$ cat src/design/frontend_pkg.sv
package frontend_pkg;

    // datapath and address width
    localparam int unsigned xlen = 32;

    localparam logic [xlen-1:0] reset_pc = 32'h1eceb000; // first fetch address
    localparam logic [xlen-1:0] pc_step = 32'd4;         // one word per fetch

    // predictor geometry
    localparam int unsigned btb_idx_bits = 8; // pc[9:2]
    localparam int unsigned pht_idx_bits = 8;
    localparam int unsigned ghr_bits = 8;     // retired history length

    // fetch queue
    localparam int unsigned fq_depth = 8;

    // 2-bit counter encodings
    localparam logic [1:0] ctr_strong_nt = 2'b00;
    localparam logic [1:0] ctr_weak_nt = 2'b01; // value of an invalid entry
    localparam logic [1:0] ctr_strong_t = 2'b11;

    // one fetch queue slot, 97 bits
    typedef struct packed {
        logic [xlen-1:0] pc;
        logic [xlen-1:0] inst;
        logic            pred_taken;
        logic [xlen-1:0] pred_target;
    } fetch_entry_t;

endpackage : frontend_pkg

$ cat src/design/fetch_queue.sv
`timescale 1ns/100ps

module fetch_queue #(
    parameter int unsigned FQ_DEPTH = frontend_pkg::fq_depth
) (
    input  logic                       clk,
    input  logic                       rst,
    input  logic                       flush_i,

    input  logic                       push_i,
    input  frontend_pkg::fetch_entry_t push_entry_i,

    input  logic                       pop_i,
    output frontend_pkg::fetch_entry_t head_o,

    output logic                       empty_o,
    output logic                       full_o
);

    localparam int unsigned PTR_W = (FQ_DEPTH > 1) ? $clog2(FQ_DEPTH) : 1;
    localparam int unsigned CNT_W = $clog2(FQ_DEPTH + 1);

    frontend_pkg::fetch_entry_t mem [FQ_DEPTH];

    logic [PTR_W-1:0] rd_ptr_q;
    logic [PTR_W-1:0] wr_ptr_q;
    logic [CNT_W-1:0] count_q;
    logic [CNT_W-1:0] free_slots;

    logic do_push;
    logic do_pop;

    assign free_slots = CNT_W'(FQ_DEPTH) - count_q;
    assign full_o = (free_slots == '0);
    assign empty_o = (count_q == '0);

    assign do_push = push_i & ~full_o;
    assign do_pop = pop_i & ~empty_o; // pop on empty is ignored

    assign head_o = mem[rd_ptr_q]; // zero-latency head

    always_ff @(posedge clk) begin
        if (rst || flush_i) begin
            rd_ptr_q <= '0;
            wr_ptr_q <= '0;
            count_q <= '0;
        end else begin
            if (do_push) begin
                wr_ptr_q <= (wr_ptr_q == PTR_W'(FQ_DEPTH - 1)) ? '0 : wr_ptr_q + 1'b1;
            end
            if (do_pop) begin
                rd_ptr_q <= (rd_ptr_q == PTR_W'(FQ_DEPTH - 1)) ? '0 : rd_ptr_q + 1'b1;
            end
            case ({do_push, do_pop})
                2'b10:   count_q <= count_q + 1'b1;
                2'b01:   count_q <= count_q - 1'b1;
                default: count_q <= count_q; // both or neither
            endcase
        end
    end

    always_ff @(posedge clk) begin
        if (do_push) begin
            mem[wr_ptr_q] <= push_entry_i;
        end
    end

endmodule : fetch_queue

$ cat config.mk
export PLATFORM = sky130hd
export DESIGN_NAME = fetch_queue
export DESIGN_NICKNAME = d
export VERILOG_FILES = /design/src/design/frontend_pkg.sv /design/src/design/fetch_queue.sv
export SDC_FILE = /design/constraint.sdc
export NUM_CORES = 1
export LEC_CHECK = 0
export BUFFER_PORTS_ARGS = -buffer_cell sky130_fd_sc_hd__buf_2
export CAP_MARGIN = 20
export CORE_UTILIZATION = 44
export DETAILED_ROUTE_END_ITERATION = 8
export HOLD_SLACK_MARGIN = 0.06
export PLACE_DENSITY = 0.67
export SLEW_MARGIN = 10
export SYNTH_ARGS = -nofsm -noshare
export SYNTH_HDL_FRONTEND = slang
export SYNTH_SLANG_ARGS = --single-unit
$ cat constraint.sdc
create_clock -name clk -period 17.3 [get_ports clk]
set_clock_uncertainty 0.15 [all_clocks]
set_input_delay 2.595 -clock clk [delete_from_list [all_inputs] [get_ports clk]]
set_output_delay 2.595 -clock clk [all_outputs]
set_load 0.05 [all_outputs]
==> results.toml <==
[status]
status = "completed"

[sta]
tightest_slew_ns = 1.06
finalHoldViolCount = 0
tns_ns = 0
period_needed_ns = 7.40
maxSlewHeadroom_pct = 29.2
fin_crit_sh_pct = 42.8
setup_viol = 0
fmax_ghz = 0.135
rsz0062_at_grt = "false"
slew_violations = 0

[yosys]
synth.cell_area_mm2 = 0.0298
synth_fa_ha_area_share_pct = 0.294
synth_simple_gate_area_share_pct = 0.638
avgSynthCellArea_um2 = 24.8
synth_top_family_by_area = "multiplexers"
postSynthCellCount = 1201
muxShareOfSynthArea_pct = 18.5
synth.top_cell.area_share_pct = 78.2
syn_nets = 1310
yosysTopAreaCell = "edfxtp_1"
yosys_warnings = 0
synth_area_leaders = "edfxtp_1 (78%), mux4_2 (15%), mux2_2 (3.7%)"
ys_seq_area_share_pct = 79.0
synth-xor-area-share_pct = 0.0881
synth_compound_area_share_pct = 0.231
synth_seq_cells = 789
ys_types = 27

[cts]
cts.clk_slew.worst_paths_ns = 0.06
htreeDepth = 3
cts_buffers = 81
ctsLongestPathBuffers = 3
clk_latency_ns = 0.60
ctsResizeCount = 0
cts_tree = "yes"
hold_buffers = 0
clkSinkCount = 789
post_cts_buffers = 0
cts-root-buf = "clkbuf_16"

[run]
maxCapViolCount = 0

[global_routing]
grt_pass1_wl_mm = 87.9
antenna_found_initial = 7
first_global_vias = 14200
overflow = 0
grt_max_degree = 71
grt.total_usage_pct = 17.2

[detailed_routing]
postRouteAntennaNets = 0
drc = 0
wl_per_cell_um = 24.3
vias = 13000
totalWireLength_mm = 58.1
viasPerCell = 5.46
drtIter0Drc = 1090
drtPass1Iterations = 7

[place]
hpwl_mm = 29.8
gp_congestion = 0.703
io_buffers = 200

[pwr]
leakage_uw = 0.0108
power_density_mw_per_mm2 = 115
totalPowerFinal_uw = 3960
peakVddDrop_mv = 0.0868

[critical_path]
critical_path_arrival_ns = 4.65
r2r_cells = 6
cp.required_ns = 14.56
worst-r2r-setup-slack_ns = 13.65
worst-setup-path-type = "reg2out"
end_kind = "output pin"
startpoint_type = "flip-flop"
cp_max_fo = 45

[layout]
area_growth_pct = 15.1
layout_common_cells = "edfxtp_1 (776), buf_2 (200), mux4_2 (194)"
drive_gt1_share_pct = 42.2
layout_commonest_cell = "edfxtp_1"
fillers = 5201
nNetsFinal = 1560

[floorplan]
die_y_um = 262
die_w_um = 262
fp-row-count = 95
ioPinCount = 201
design.die.area_mm2 = 0.0688
start_util_pct = 44.4
core_area_mm2 = 0.0672

[hold_path]
min_delay_path_depth = 2
hp-class = "reg2reg"
## critical path: stages, from the launching register on
cell and delay [ns]:
dfxtp_4 0.66, buf_4 0.67, buf_4 0.49, buf_16 0.29, buf_4 0.78, mux4_2 0.60, mux2_2 0.29, buf_2 0.21
## stage by stage
step	hold slack, ns	area (µm²)	worst slack [ns]	util (%)	instances
CTS	0.330	34300	9.40	51.1	2385
global route	0.352	34300	9.39	51.1	2387
global placement	0.304	31800	10.06	47.3	2240
finish	0.327	34300	9.90	51.1	2389
floorplan	0.304	29800	4.24	-	1201
detailed placement	0.315	31800	10.06	47.3	2240
## sequential cells by signal (all words and copies together) (netlist names), named ones only
name / flops
wr_ptr_q: 3
rd_ptr_q: 3
count_q: 4
mem: 776
## final timing paths
kind	startpoint	to
max	flip-flop	head_o[72]
min	rd_ptr_q[1]	flip-flop
min reg2reg	rd_ptr_q[1]	flip-flop
max reg2reg	count_q[1]	mem[7][0]
## final cells by class
cell class | count | area, µm² | area share, %
clock buffers | 105 | 2150 | 6.26
inverters | 1 | 3.75 | 0.0109
diodes | 3 | 7.51 | 0.0219
flip-flops and latches | 789 | 23600 | 68.7
clock inverters | 40 | 368 | 1.07
repair buffers | 225 | 1210 | 3.52
multi-input cells | 353 | 5920 | 17.3
well taps | 873 | 1090 | 3.18
## cells in the mapped netlist
cell type	count
edfxtp_1	776
mux4_2	194
mux2_2	97
clkbuf_1	22
buf_6	18
buf_2	14
dfxtp_1	13
a21oi_1	8
nand2_1	8
nor2_1	8
ha_1	7
nor3_1	6
buf_1	4
mux2i_1	4
or3_1	3
xor2_1	3
nand2b_1	2
nand3b_1	2
nor4_1	2
nor4bb_1	2
o21ai_0	2
a21bo_2	1
and2_1	1
inv_1	1
o41ai_1	1
or2_2	1
or3b_2	1
## where the power goes
group	switching, µW	internal [µW]	leakage [µW]
registers	6.65	2120	0.00716
logic	130	61.9	0.00243
clock network	712	930	0.00121
total	848	3120	0.0108
## routing by layer
| layer | global-route usage, % | part of all wire, % | vias up |
|---|---|---|---|
| li1 | - | - | 5659 |
| met1 | 22.7 | 42 | 6959 |
| met2 | 28.7 | 50 | 330 |
| met3 | 3.80 | 5.5 | 92 |
| met4 | 4.86 | 2.2 | 8 |
| met5 | 0 | 0.084 | - |
## cells by family (layout without fill, tap and decap cells)
kind of cell	after synthesis	after routing
adders and majority gates	7	7
muxes	295	295
buffers and inverters	59	371
and+or+nand+nor	36	36
DFF	789	789
AOI/OAI and AO/OA	12	12
other	0	3
xor gates and xnor gates	3	3
Note: power is estimated with default switching activity, not from simulation.
