[config.mk]
export PLATFORM = sky130hd
export DESIGN_NAME = fetch_unit
export DESIGN_NICKNAME = d
export VERILOG_FILES = /design/src/design/frontend_pkg.sv /design/src/design/fetch_unit.sv
export SDC_FILE = /design/constraint.sdc
export NUM_CORES = 1
export LEC_CHECK = 0
export ABC_AREA = 1
export CAP_MARGIN = 20
export CORE_UTILIZATION = 25
export CTS_BUF_LIST = sky130_fd_sc_hd__clkbuf_4 sky130_fd_sc_hd__clkbuf_8 sky130_fd_sc_hd__clkbuf_16
export CTS_CLUSTER_DIAMETER = 80
export DETAILED_ROUTE_END_ITERATION = 7
export DONT_BUFFER_PORTS = 1
export PLACE_DENSITY = 0.4
export SYNTH_ARGS = -nofsm -noshare
export SYNTH_HDL_FRONTEND = slang
export SYNTH_SLANG_ARGS = --single-unit
[constraint.sdc]
create_clock -name clk -period 2.9 [get_ports clk]
set_clock_uncertainty 0.15 [all_clocks]
set_input_delay 0.29 -clock clk [delete_from_list [all_inputs] [get_ports clk]]
set_output_delay 0.29 -clock clk [all_outputs]
set_load 0.005 [all_outputs]
[src/design/frontend_pkg.sv]
package frontend_pkg;

    // datapath and address width
    localparam int unsigned xlen = 32;

    localparam logic [xlen-1:0] reset_pc = 32'h1eceb000; // first fetch address
    localparam logic [xlen-1:0] pc_step = 32'd4;         // one word per fetch

    // predictor geometry
    localparam int unsigned btb_idx_bits = 8; // pc[9:2]
    localparam int unsigned pht_idx_bits = 8;
    localparam int unsigned ghr_bits = 8;     // retired history length

    // fetch queue
    localparam int unsigned fq_depth = 8;

    // 2-bit counter encodings
    localparam logic [1:0] ctr_strong_nt = 2'b00;
    localparam logic [1:0] ctr_weak_nt = 2'b01; // value of an invalid entry
    localparam logic [1:0] ctr_strong_t = 2'b11;

    // one fetch queue slot, 97 bits
    typedef struct packed {
        logic [xlen-1:0] pc;
        logic [xlen-1:0] inst;
        logic            pred_taken;
        logic [xlen-1:0] pred_target;
    } fetch_entry_t;

endpackage : frontend_pkg

[src/design/fetch_unit.sv]
`timescale 1ns/100ps

module fetch_unit (
    input  logic                          clk,
    input  logic                          rst,

    input  logic                          redirect_i,
    input  logic [frontend_pkg::xlen-1:0] redirect_pc_i,

    output logic                          imem_req_o,
    output logic [frontend_pkg::xlen-1:0] imem_addr_o,
    input  logic                          imem_resp_i,
    input  logic [frontend_pkg::xlen-1:0] imem_rdata_i,

    input  logic                          q_full_i,
    output logic                          q_push_o,
    output frontend_pkg::fetch_entry_t    q_entry_o,

    output logic [frontend_pkg::xlen-1:0] lookup_pc_o,
    input  logic                          pred_taken_i,
    input  logic [frontend_pkg::xlen-1:0] pred_target_i
);

    logic [frontend_pkg::xlen-1:0] pc_q; // address of the pending or next request
    logic [frontend_pkg::xlen-1:0] pc_d;

    logic outstanding_q; // request in flight
    logic dropped_q;     // in-flight response belongs to the old path
    logic keep_resp;

    // one request in flight at a time, never on a redirect
    assign imem_req_o = ~outstanding_q & ~q_full_i & ~rst & ~redirect_i;
    assign imem_addr_o = pc_q;

    assign keep_resp = imem_resp_i & ~dropped_q;

    // predict on the pc whose word is returning
    assign lookup_pc_o = pc_q;

    assign q_push_o = keep_resp;
    assign q_entry_o.pc = pc_q;
    assign q_entry_o.inst = imem_rdata_i;
    assign q_entry_o.pred_taken = pred_taken_i;
    assign q_entry_o.pred_target = pred_target_i;

    always_comb begin
        pc_d = pc_q;
        if (redirect_i) begin
            pc_d = redirect_pc_i; // redirect wins over a response
        end else if (keep_resp) begin
            pc_d = pred_taken_i ? pred_target_i : pc_q + frontend_pkg::pc_step;
        end
    end

    always_ff @(posedge clk) begin
        if (rst) begin
            pc_q <= frontend_pkg::reset_pc;
            outstanding_q <= 1'b0;
            dropped_q <= 1'b0;
        end else begin
            pc_q <= pc_d;

            if (imem_resp_i) begin
                outstanding_q <= 1'b0;
            end else if (imem_req_o) begin
                outstanding_q <= 1'b1;
            end

            // the stale word is discarded when it finally shows up
            if (imem_resp_i) begin
                dropped_q <= 1'b0;
            end else if (redirect_i && outstanding_q) begin
                dropped_q <= 1'b1;
            end
        end
    end

endmodule : fetch_unit

==> flow_results.org, run 1 <==
** Synth
- Counting distinct cell types in the post-synthesis netlist gives 32.
- Synthesis produced a netlist whose cell count is 564.
- Avg Synthesized Cell Area :: 6.38 um^2
- During synthesis, Yosys emitted a total of 0 warnings.
- Counting flops and latches in the post-synthesis netlist gives 34.
- Counting every net in the synthesized netlist gives 667.
- The cell area that synthesis handed to floorplanning was 0.00360 mm^2.
- Part of the Yosys area used for sequential elements :: 0.189

** Timing
- The hold violation total from the final report came to 0.
- Worst slew margin relative to its limit :: 0.450
- Hold_ws :: 7.20 ps
- Post-layout min period :: 2050 ps
- For this run, the top clock speed supported by timing is 488 MHz.
- The count of final max-slew check failures came to 0.
- Setup violations remaining at the end of the flow were counted as 0.
- Unrepaired setup endpoints after global routing :: no
- Actual transition at the worst max-transition pin :: 823 ps
- Dividing the final minimum period by the clock period gives 0.706.
- For the final routed database, the setup TNS stands at 0 ps.

** Place
- Count of buffers inserted at the top-level ports :: 0
- Final weighted congestion of routability-driven global placement :: 0.833
- HPWL after detailed placement :: 8190 um

** Route
- The final layout contains routed wiring with a total length of 10900 um.
- After detailed routing, the number of remaining DRC violations is 0.
- DR vias :: 2939
- Initial drt markers :: 145
- Wirelength per Cell :: 17.9 um
- After detailed routing, the number of vias per cell comes to 4.82.
- Count of TritonRoute iterations in the first routing pass :: 4
- In this run the remaining antenna-violating nets after routing total 0.

** Outcome
- Result of the run :: finished clean

** Clock network
- In this run the clock root is driven by a sky130_fd_sc_hd__clkbuf_16.
- The H-tree was split into 2 levels.
- Clock latency on the worst-skew pair, taken at its later pin, is 290 ps.
- Counting along the longest clock path gives a buffer depth of 2.
- Number of buffers created by CTS :: 5
- Clock-pin slew was measured on the worst setup and hold paths at 60 ps.
- Clock tree from TritonCTS :: built
- Count of clock tree sinks :: 34

** Die
- Overall die height :: 122 um
- The floorplan step defined a die boundary enclosing 0.0149 mm^2.
- 265 I/O pins were placed.
- Row generation in the floorplan step produced 43 rows.
- For this configuration, the core starts out at a cell density of 0.257.
- Core footprint :: 0.0140 mm^2
- In this run the horizontal extent of the chip is 122 um.

** Power and ir drop
- For this design the ratio of total power to cell area is 479 mW/mm^2.
- Largest vdd supply drop :: 167 uV
- Reported leakage power :: 1.18 nW

** Setup path
- Start point of the critical path :: imem_addr_o[2]
- CP max-delay cell :: sky130_fd_sc_hd__dfxtp_1
- Along the worst path, the maximum fanout reaches 9.
- In this design, the stage delay of the slowest critical-path cell is 580 ps.
- Cell-by-cell trace of the critical path :: ha_1 > nand3_1 > nor2_2 > nand3_1 > xnor2_1 > nand2_1 > a21oi_1
- STA classifies the critical path endpoint as a flip-flop.
- Critical path's top delay family :: simple AND/OR/NAND/NOR gates
- Data on the critical path arrives at its endpoint at 2110 ps.
- Counting buffers and inverters, the worst setup path is 7 cells deep.
- Setup slack on the worst reg-to-reg path comes out at 850 ps.
- In this run the critical register-to-register path is launched from imem_addr_o[2].
- The worst setup path is launched from a flip-flop.
- Endpoint of the worst setup timing path :: imem_addr_o[16]
- The worst register-to-register path ends at imem_addr_o[16].
- Count of buffering cells on the critical path with inverters included :: 0
- Data on the critical path is required at its endpoint by 2970 ps.
- Worst reg2reg path depth :: 7
- The setup path with the least slack is of type reg -> reg.
- The cell that appears most often on the critical path is sky130_fd_sc_hd__nand3_1.

** Global routing
- Entering global routing, the biggest net connects 41 pins.
- Across every metal layer, demand over resource in global routing totals 0.152.
- The via count of the first global-routing pass came to 2893.
- Total grt overflow :: 0
- Wire length of the first global-routing pass :: 16800 um
- The number of antenna violations at the first check in global routing is 0.

** Layout
- Fraction of final layout cells with drive strength greater than 1 :: 0.0907
- Synth-to-layout area growth :: -18.5%
- The library cell used most frequently in the layout, excluding fill and tap cells, is sky130_fd_sc_hd__nand2_1.
- The repair_antennas step left the layout with diodes totalling 0.
- Nets :: 532
- Most frequent cells in the layout :: sky130_fd_sc_hd__nand2_1, sky130_fd_sc_hd__nor2_1, sky130_fd_sc_hd__inv_1

** Worst hold path
- The worst hold path belongs to the class in -> reg.

** Flow run
- The tool flagged a number of max-cap violations equal to 0.
[metal layers]
| layer | up-vias | GRT usage | wire, um |
|---|---|---|---|
| met5 | - | 0 | 0 |
| met4 | 0 | 0.0494 | 140 |
| met3 | 19 | 0.0342 | 803 |
| met2 | 130 | 0.245 | 4990 |
| met1 | 1368 | 0.199 | 5010 |
| li1 | 1422 | - | - |
[state kept, by name, indices dropped and copies added (netlist names)]
register and flops:
imem_addr_o 32, outstanding_q 1, dropped_q 1
[cells by family after synthesis]
group | after synthesis | synth area share
AOI/OAI and AO/OA | 85 | 0.152
xor gates and xnor gates | 4 | 0.00973
adders and majority gates | 1 | 0.00347
buffers and inverters | 188 | 0.344
DFF | 34 | 0.189
and+or+nand+nor | 252 | 0.302
[synth_stat cells]
cell type	number	area (um^2)
sky130_fd_sc_hd__a221oi_1	12	105
sky130_fd_sc_hd__nand2_1	154	578
sky130_fd_sc_hd__nand2_2	6	37.5
sky130_fd_sc_hd__o211ai_1	3	22.5
sky130_fd_sc_hd__xnor2_1	2	17.5
sky130_fd_sc_hd__nor2_1	39	146
sky130_fd_sc_hd__clkbuf_1	6	22.5
sky130_fd_sc_hd__buf_6	4	45.0
sky130_fd_sc_hd__xor2_1	2	17.5
sky130_fd_sc_hd__nand4_1	1	6.26
sky130_fd_sc_hd__nor2_4	5	56.3
sky130_fd_sc_hd__a22o_1	9	78.8
sky130_fd_sc_hd__buf_2	5	25.0
sky130_fd_sc_hd__a41oi_1	1	8.76
sky130_fd_sc_hd__nand3_1	29	145
sky130_fd_sc_hd__o21a_1	1	7.51
sky130_fd_sc_hd__o21bai_1	1	7.51
sky130_fd_sc_hd__ha_1	1	12.5
sky130_fd_sc_hd__inv_2	3	11.3
sky130_fd_sc_hd__a22oi_1	3	22.5
sky130_fd_sc_hd__a31oi_1	7	43.8
sky130_fd_sc_hd__or2_2	3	18.8
sky130_fd_sc_hd__buf_4	132	991
sky130_fd_sc_hd__o21ai_0	29	145
sky130_fd_sc_hd__o21ai_1	2	10.0
sky130_fd_sc_hd__nand3b_1	5	37.5
sky130_fd_sc_hd__nor2_2	9	56.3
sky130_fd_sc_hd__nor4_1	1	6.26
sky130_fd_sc_hd__a21oi_1	16	80.1
sky130_fd_sc_hd__inv_1	38	143
sky130_fd_sc_hd__dfxtp_1	34	681
sky130_fd_sc_hd__a221oi_2	1	15.0
[worst reg2reg max path, cell delays in order (launching register included)]
cell                      delay (ps)
sky130_fd_sc_hd__dfxtp_1         580
sky130_fd_sc_hd__ha_1            340
sky130_fd_sc_hd__nand3_1         190
sky130_fd_sc_hd__nor2_2          250
sky130_fd_sc_hd__nand3_1         130
sky130_fd_sc_hd__xnor2_1         150
sky130_fd_sc_hd__nand2_1          70
sky130_fd_sc_hd__a21oi_1         130
[layout make-up]
cell class	count	area, um^2
Tap cell	180	225
Fill cell	1647	11100
Inverter	41	154
Clock buffer	7	146
Timing Repair Buffer	5	40.0
Clock inverter	1	5.00
Sequential cell	34	681
Multi-Input combinational cell	342	1680
[worst min-delay path by stage]
stage	startpoint	end	slack, ps	depth (start not counted)
finish	redirect_pc_i[9]	imem_addr_o[9]	7	2
global route	pred_target_i[9]	imem_addr_o[9]	9	2
detailed placement	rst	imem_addr_o[2]	210	1
global placement	rst	imem_addr_o[2]	210	1
floorplan	rst	imem_addr_o[2]	210	1
CTS	rst	outstanding_q	0.6	2
[power breakdown]
group / switching [mW] / internal (mW) / total, mW
sequential: 0.102 / 0.506 / 0.608
combinational: 0.143 / 0.0838 / 0.227
clock: 0.220 / 0.350 / 0.570
total: 0.465 / 0.940 / 1.41
[through the flow]
| stage | cells | setup WS [ps] | cell area (um^2) | total power [mW] | utilization |
|---|---|---|---|---|---|
| floorplan | 564 | 1200 | 3600 | 0.944 | - |
| global placement | 601 | 887 | 2770 | 0.849 | 0.198 |
| detailed placement | 601 | 838 | 2770 | 0.851 | 0.198 |
| CTS | 610 | 829 | 2930 | 1.43 | 0.210 |
| global route | 610 | 548 | 2930 | 1.50 | 0.210 |
| finish | 610 | 853 | 2930 | 1.41 | 0.210 |
[timing repair]
| action | CTS | global route |
|---|---|---|
| setup buffers | 0 | 0 |
| hold buffers | 1 | 0 |
| gates resized for setup | 0 | 0 |
| hold endpoints to repair | 1 | 0 |
Power figures use the tool's default switching activity.
==> inputs of run 2 (changes only) <==
Settings changed: ABC_AREA 1 to 0.
Clock period 2.9 ns to 2.1 ns, I/O delays scaled along.
==> flow_results.org, run 2 <==
** Power and ir drop
- Portion of total power attributed to combinational logic :: 0.247 (+0.085)
- Net switching fraction of the power :: 0.309 (-0.0219)
- The sequential share of power is 0.371 (-0.062).
- Largest vdd supply drop :: 232 uV (+39%)
- Switching power of the nets :: 615 uW (+32%)
- The overall power after layout is 1.99 mW (+42%).
- Reported leakage power :: 1.25 nW (+6.1%)
- The design internal power is 1.37 mW (+46%).
- The power per cell area is 592 mW/mm^2 (+24%).
- Share of total power in the clock network :: 0.382 (-0.024)

** Flow run
- The max-cap violation count was 0 (unchanged).

** Timing
- Actual transition at the worst max-transition pin :: 613 ps (-210 ps)
- Unrepaired setup endpoints after global routing :: no
- The setup total negative slack is 0 ps (unchanged).
- Least setup slack across all paths after layout :: 104 ps (-748 ps)
- The number of setup violations in the final report was 0 (unchanged).
- The hold violation total from the final report is 0 (unchanged).
- Post-layout min period :: 2000 ps (-51.7 ps)
- The maximum clock frequency is 501 MHz (+2.6%).
- Worst slew margin relative to its limit :: 0.590 (+0.140)
- Fin. max-slew vios :: 0 (unchanged)
- The final cycle utilization of the critical path was 0.950 (+0.244).
- Hold_ws :: 5.78 ps (-1.43 ps)

** Clock network
- The number of levels in the clock H-tree came to 2 (unchanged).
- Count of clock tree sinks :: 34 (unchanged)
- The number of buffers inserted during clock tree synthesis was 5 (unchanged).
- Number of post-CTS setup repair buffers :: 0 (unchanged)
- Clock transition at the registers of the reported paths :: 60 ps (about the same)
- Source-to-sink clock delay at the later pin of the worst-skew pair :: 280 ps (about the same)
- TritonCTS built the clock tree.
- The tree is rooted in a sky130_fd_sc_hd__clkbuf_16.
- The clock tree buffer depth came to 2 (unchanged).

** Global routing
- The maximum number of pins on one net before global-route repair came to 43 (+4.9%).
- After global routing, the most crowded layer is met2.
- The overall routing resource usage was 0.165 (+0.0127).
- Total grt overflow :: 0 (unchanged)
- Wire length of the first global-routing pass :: 17700 um (+5.3%)
- Number of global-route vias before repair :: 3026 (+4.6%)
- Met2 capacity usage during global routing :: 0.270 (+0.0247)
- The number of antenna violations at the first check in global routing came to 1 (+1).
- The global routing usage on met3 came to 0.0521 (+0.0179).
- The met1 track utilization from global routing is 0.201 (+0.00157).

** Layout
- Number of filler cells placed in the layout :: 1480 (-10%)
- Synth-to-layout area growth :: -1.03%
- Final std cell area, no fill :: 0.00336 mm^2 (+15%)
- Fraction of final layout cells with drive strength greater than 1 :: 0.190 (+0.0995)
- The post-layout net count is 491 (-7.7%).
- Most common cell after layout, fill and taps aside :: sky130_fd_sc_hd__buf_4
- In the layout the commonest cells are sky130_fd_sc_hd__buf_4, sky130_fd_sc_hd__nand2_1, sky130_fd_sc_hd__a21oi_1.
- The flip-flop count of the largest register after layout came to 32 (unchanged).
- Antenna diode count :: 0 (unchanged)

** Setup path
- The worst endpoint required time came to 2180 ps (-790 ps).
- Capturing element type of the critical path :: flip-flop
- The worst-path maximum fanout is 8 (-1).
- Startpoint of the most critical register-to-register path :: imem_addr_o[3]
- The worst-case register-to-register setup slack was 100 ps (-750 ps).
- The worst setup path is launched from a flip-flop.
- End of the worst register-to-register path :: imem_addr_o[17]
- Critical path type :: reg -> reg
- The data arrival at the endpoint of the critical path came to 2070 ps (-40 ps).
- The number of cells traversed by the worst register-to-register path came to 6 (-1).

** Route
- Detail Route Antenna Nets :: 0 (unchanged)
- DR vias :: 2946 (+0.24%)
- The via count normalized by instance count came to 5.21 (+8.2%).
- Detailed-route DRC error count :: 0 (unchanged)
- Initial drt markers :: 155 (+6.9%)
- The average detailed-routed wire length per instance was 20.5 um (+14%).
- Aggregate routed wire length :: 11600 um (+5.7%)
- The number of detailed-route iterations in the first pass was 4 (unchanged).

** Die
- The number of I/O pins came to 265 (unchanged).
- The die extent in y came to 119 um (-2.8%).
- Total number of placement rows :: 42 (-2.3%)
- Floorplan die area :: 0.0141 mm^2 (-5.6%)
- Die width :: 119 um (-2.8%)
- Core footprint :: 0.0132 mm^2 (-5.3%)
- Initial Util :: 0.256 (-0.000999)

** Synth
- The post-synthesis cell count was 459 (-19%).
- The count of warnings emitted by yosys came to 0 (unchanged).
- Number of different library cells in the post-synthesis netlist :: 59 (+84%)
- Of all cell types, the one taking the most synthesized area is sky130_fd_sc_hd__buf_4.
- Among all cell types in the netlist, the one instantiated most often is sky130_fd_sc_hd__buf_4.
- Ranked by total cell area, the synthesized netlist is headed by sky130_fd_sc_hd__buf_4, sky130_fd_sc_hd__dfxtp_1, sky130_fd_sc_hd__a21oi_1.
- Avg Synthesized Cell Area :: 7.40 um^2 (+16%)
- The commonest cells after synthesis are sky130_fd_sc_hd__buf_4, sky130_fd_sc_hd__nand2_1, sky130_fd_sc_hd__a21oi_1, sky130_fd_sc_hd__dfxtp_1, sky130_fd_sc_hd__nor2_1.
- The sequential-to-total area share from yosys stat was 0.200 (+0.0114).
- The area of the mapped netlist was 0.00340 mm^2 (-5.7%).
- Fraction of post-synthesis cell area in the top cell type by area :: 0.290 (+0.0144)
- Number of enable flip-flop cells after synthesis :: 0 (unchanged)
- Post-synth top flop :: sky130_fd_sc_hd__dfxtp_1
- Fraction of synthesis flops using an asynchronous set or reset pin :: 0 (unchanged)
- Yosys reg bits :: 34 (unchanged)
- Synthesized netlist net count :: 562 (-16%)

** Worst hold path
- Start point of the worst min-delay path :: redirect_pc_i[31]
- The path class of the tightest hold or removal check is in -> reg.
- Hold Path Sink :: imem_addr_o[31]
- The cell depth of the worst hold path is 2 (unchanged).

** Place
- The placed wire-length estimate is 8360 um (+2.1%).
- Setup slack at placement :: 80.7 ps (-758 ps)
- The number of port buffers was 0 (unchanged).
- Cell area after placement :: 0.00292 mm^2 (+5.2%)
- Final weighted congestion of routability-driven global placement :: 0.827 (-0.83%)

** Outcome
- The flow ran to the end, and the final reports show no timing, DRC or antenna violations.
[run 2: cell types whose count changed after synthesis, moves of 11 or more]
cell                       delta
sky130_fd_sc_hd__inv_1       -32
sky130_fd_sc_hd__nand2_1    -118
sky130_fd_sc_hd__o21ai_0     -14
sky130_fd_sc_hd__clkbuf_1    +11
sky130_fd_sc_hd__a21oi_1     +19
sky130_fd_sc_hd__a221oi_1    -11
[run 2: per-stage QoR]
stage,instances,utilization
2_1_floorplan,459,-
3_3_place_gp,531,0.220
3_5_place_dp,531,0.220
4_1_cts,565,0.252
5_1_grt,565,0.254
6_report,565,0.254
[run 2: kinds of logic after synthesis]
logic type,Yosys count,share of synthesized area
AO/OA/AOI/OAI,106,0.206
XOR/XNOR,1,0.00258
adder cells (fa/ha/maj),1,0.00368
buffers and inverters,159,0.327
flip-flops,34,0.200
multiplexers,7,0.0206
AND/OR/NAND/NOR,151,0.240
[run 2: power groups by stage]
stage	registers [mW]	clock network [mW]	logic (mW)
after floorplan	0.792	0	0.474
after global placement	0.751	0	0.432
after detailed placement	0.752	0	0.433
after CTS	0.739	0.777	0.494
after global routing	0.746	0.802	0.546
final	0.739	0.759	0.491
[run 2: critical path, cell delays in order (launching register included)]
cell	delay (ps)
sky130_fd_sc_hd__dfxtp_4	350
sky130_fd_sc_hd__buf_4	170
sky130_fd_sc_hd__nand3_1	130
sky130_fd_sc_hd__or4_4	470
sky130_fd_sc_hd__or4_1	410
sky130_fd_sc_hd__a21oi_1	160
sky130_fd_sc_hd__a2111o_1	110
[run 2: per-layer routing]
| layer | vias to the layer above | routed length, um |
|---|---|---|
| li1 | 1378 | - |
| met3 | 44 | 919 |
| met4 | 2 | 340 |
| met1 | 1386 | 4920 |
| met5 | - | 13 |
| met2 | 136 | 5380 |
[run 2: layout make-up]
class                      count  area, um^2  area share
sequential                    34         688       0.205
inverter                       6        22.5     0.00670
multi-input combinational    266        1630       0.486
clock buffer                   6         139      0.0413
clock inverter                 2        12.5     0.00372
tap                          176         220      0.0655
timing repair buffer          75         646       0.192
[run 2: worst max-delay path by stage]
stage	to	cells past startpoint	from	slack [ps]
6_report	imem_addr_o[17]	6	imem_addr_o[3]	100
4_1_cts	imem_addr_o[20]	8	dropped_q	20
2_1_floorplan	imem_addr_o[26]	6	imem_addr_o[3]	10
3_5_place_dp	imem_addr_o[26]	6	imem_addr_o[3]	80
3_3_place_gp	imem_addr_o[26]	6	imem_addr_o[3]	90
5_1_grt	imem_addr_o[17]	6	imem_addr_o[3]	3
[run 2: repair_timing]
item,CTS,global route
setup endpoints to repair,0,8
hold buffers,26,0
gates resized for setup,0,4
hold endpoints to repair,33,0
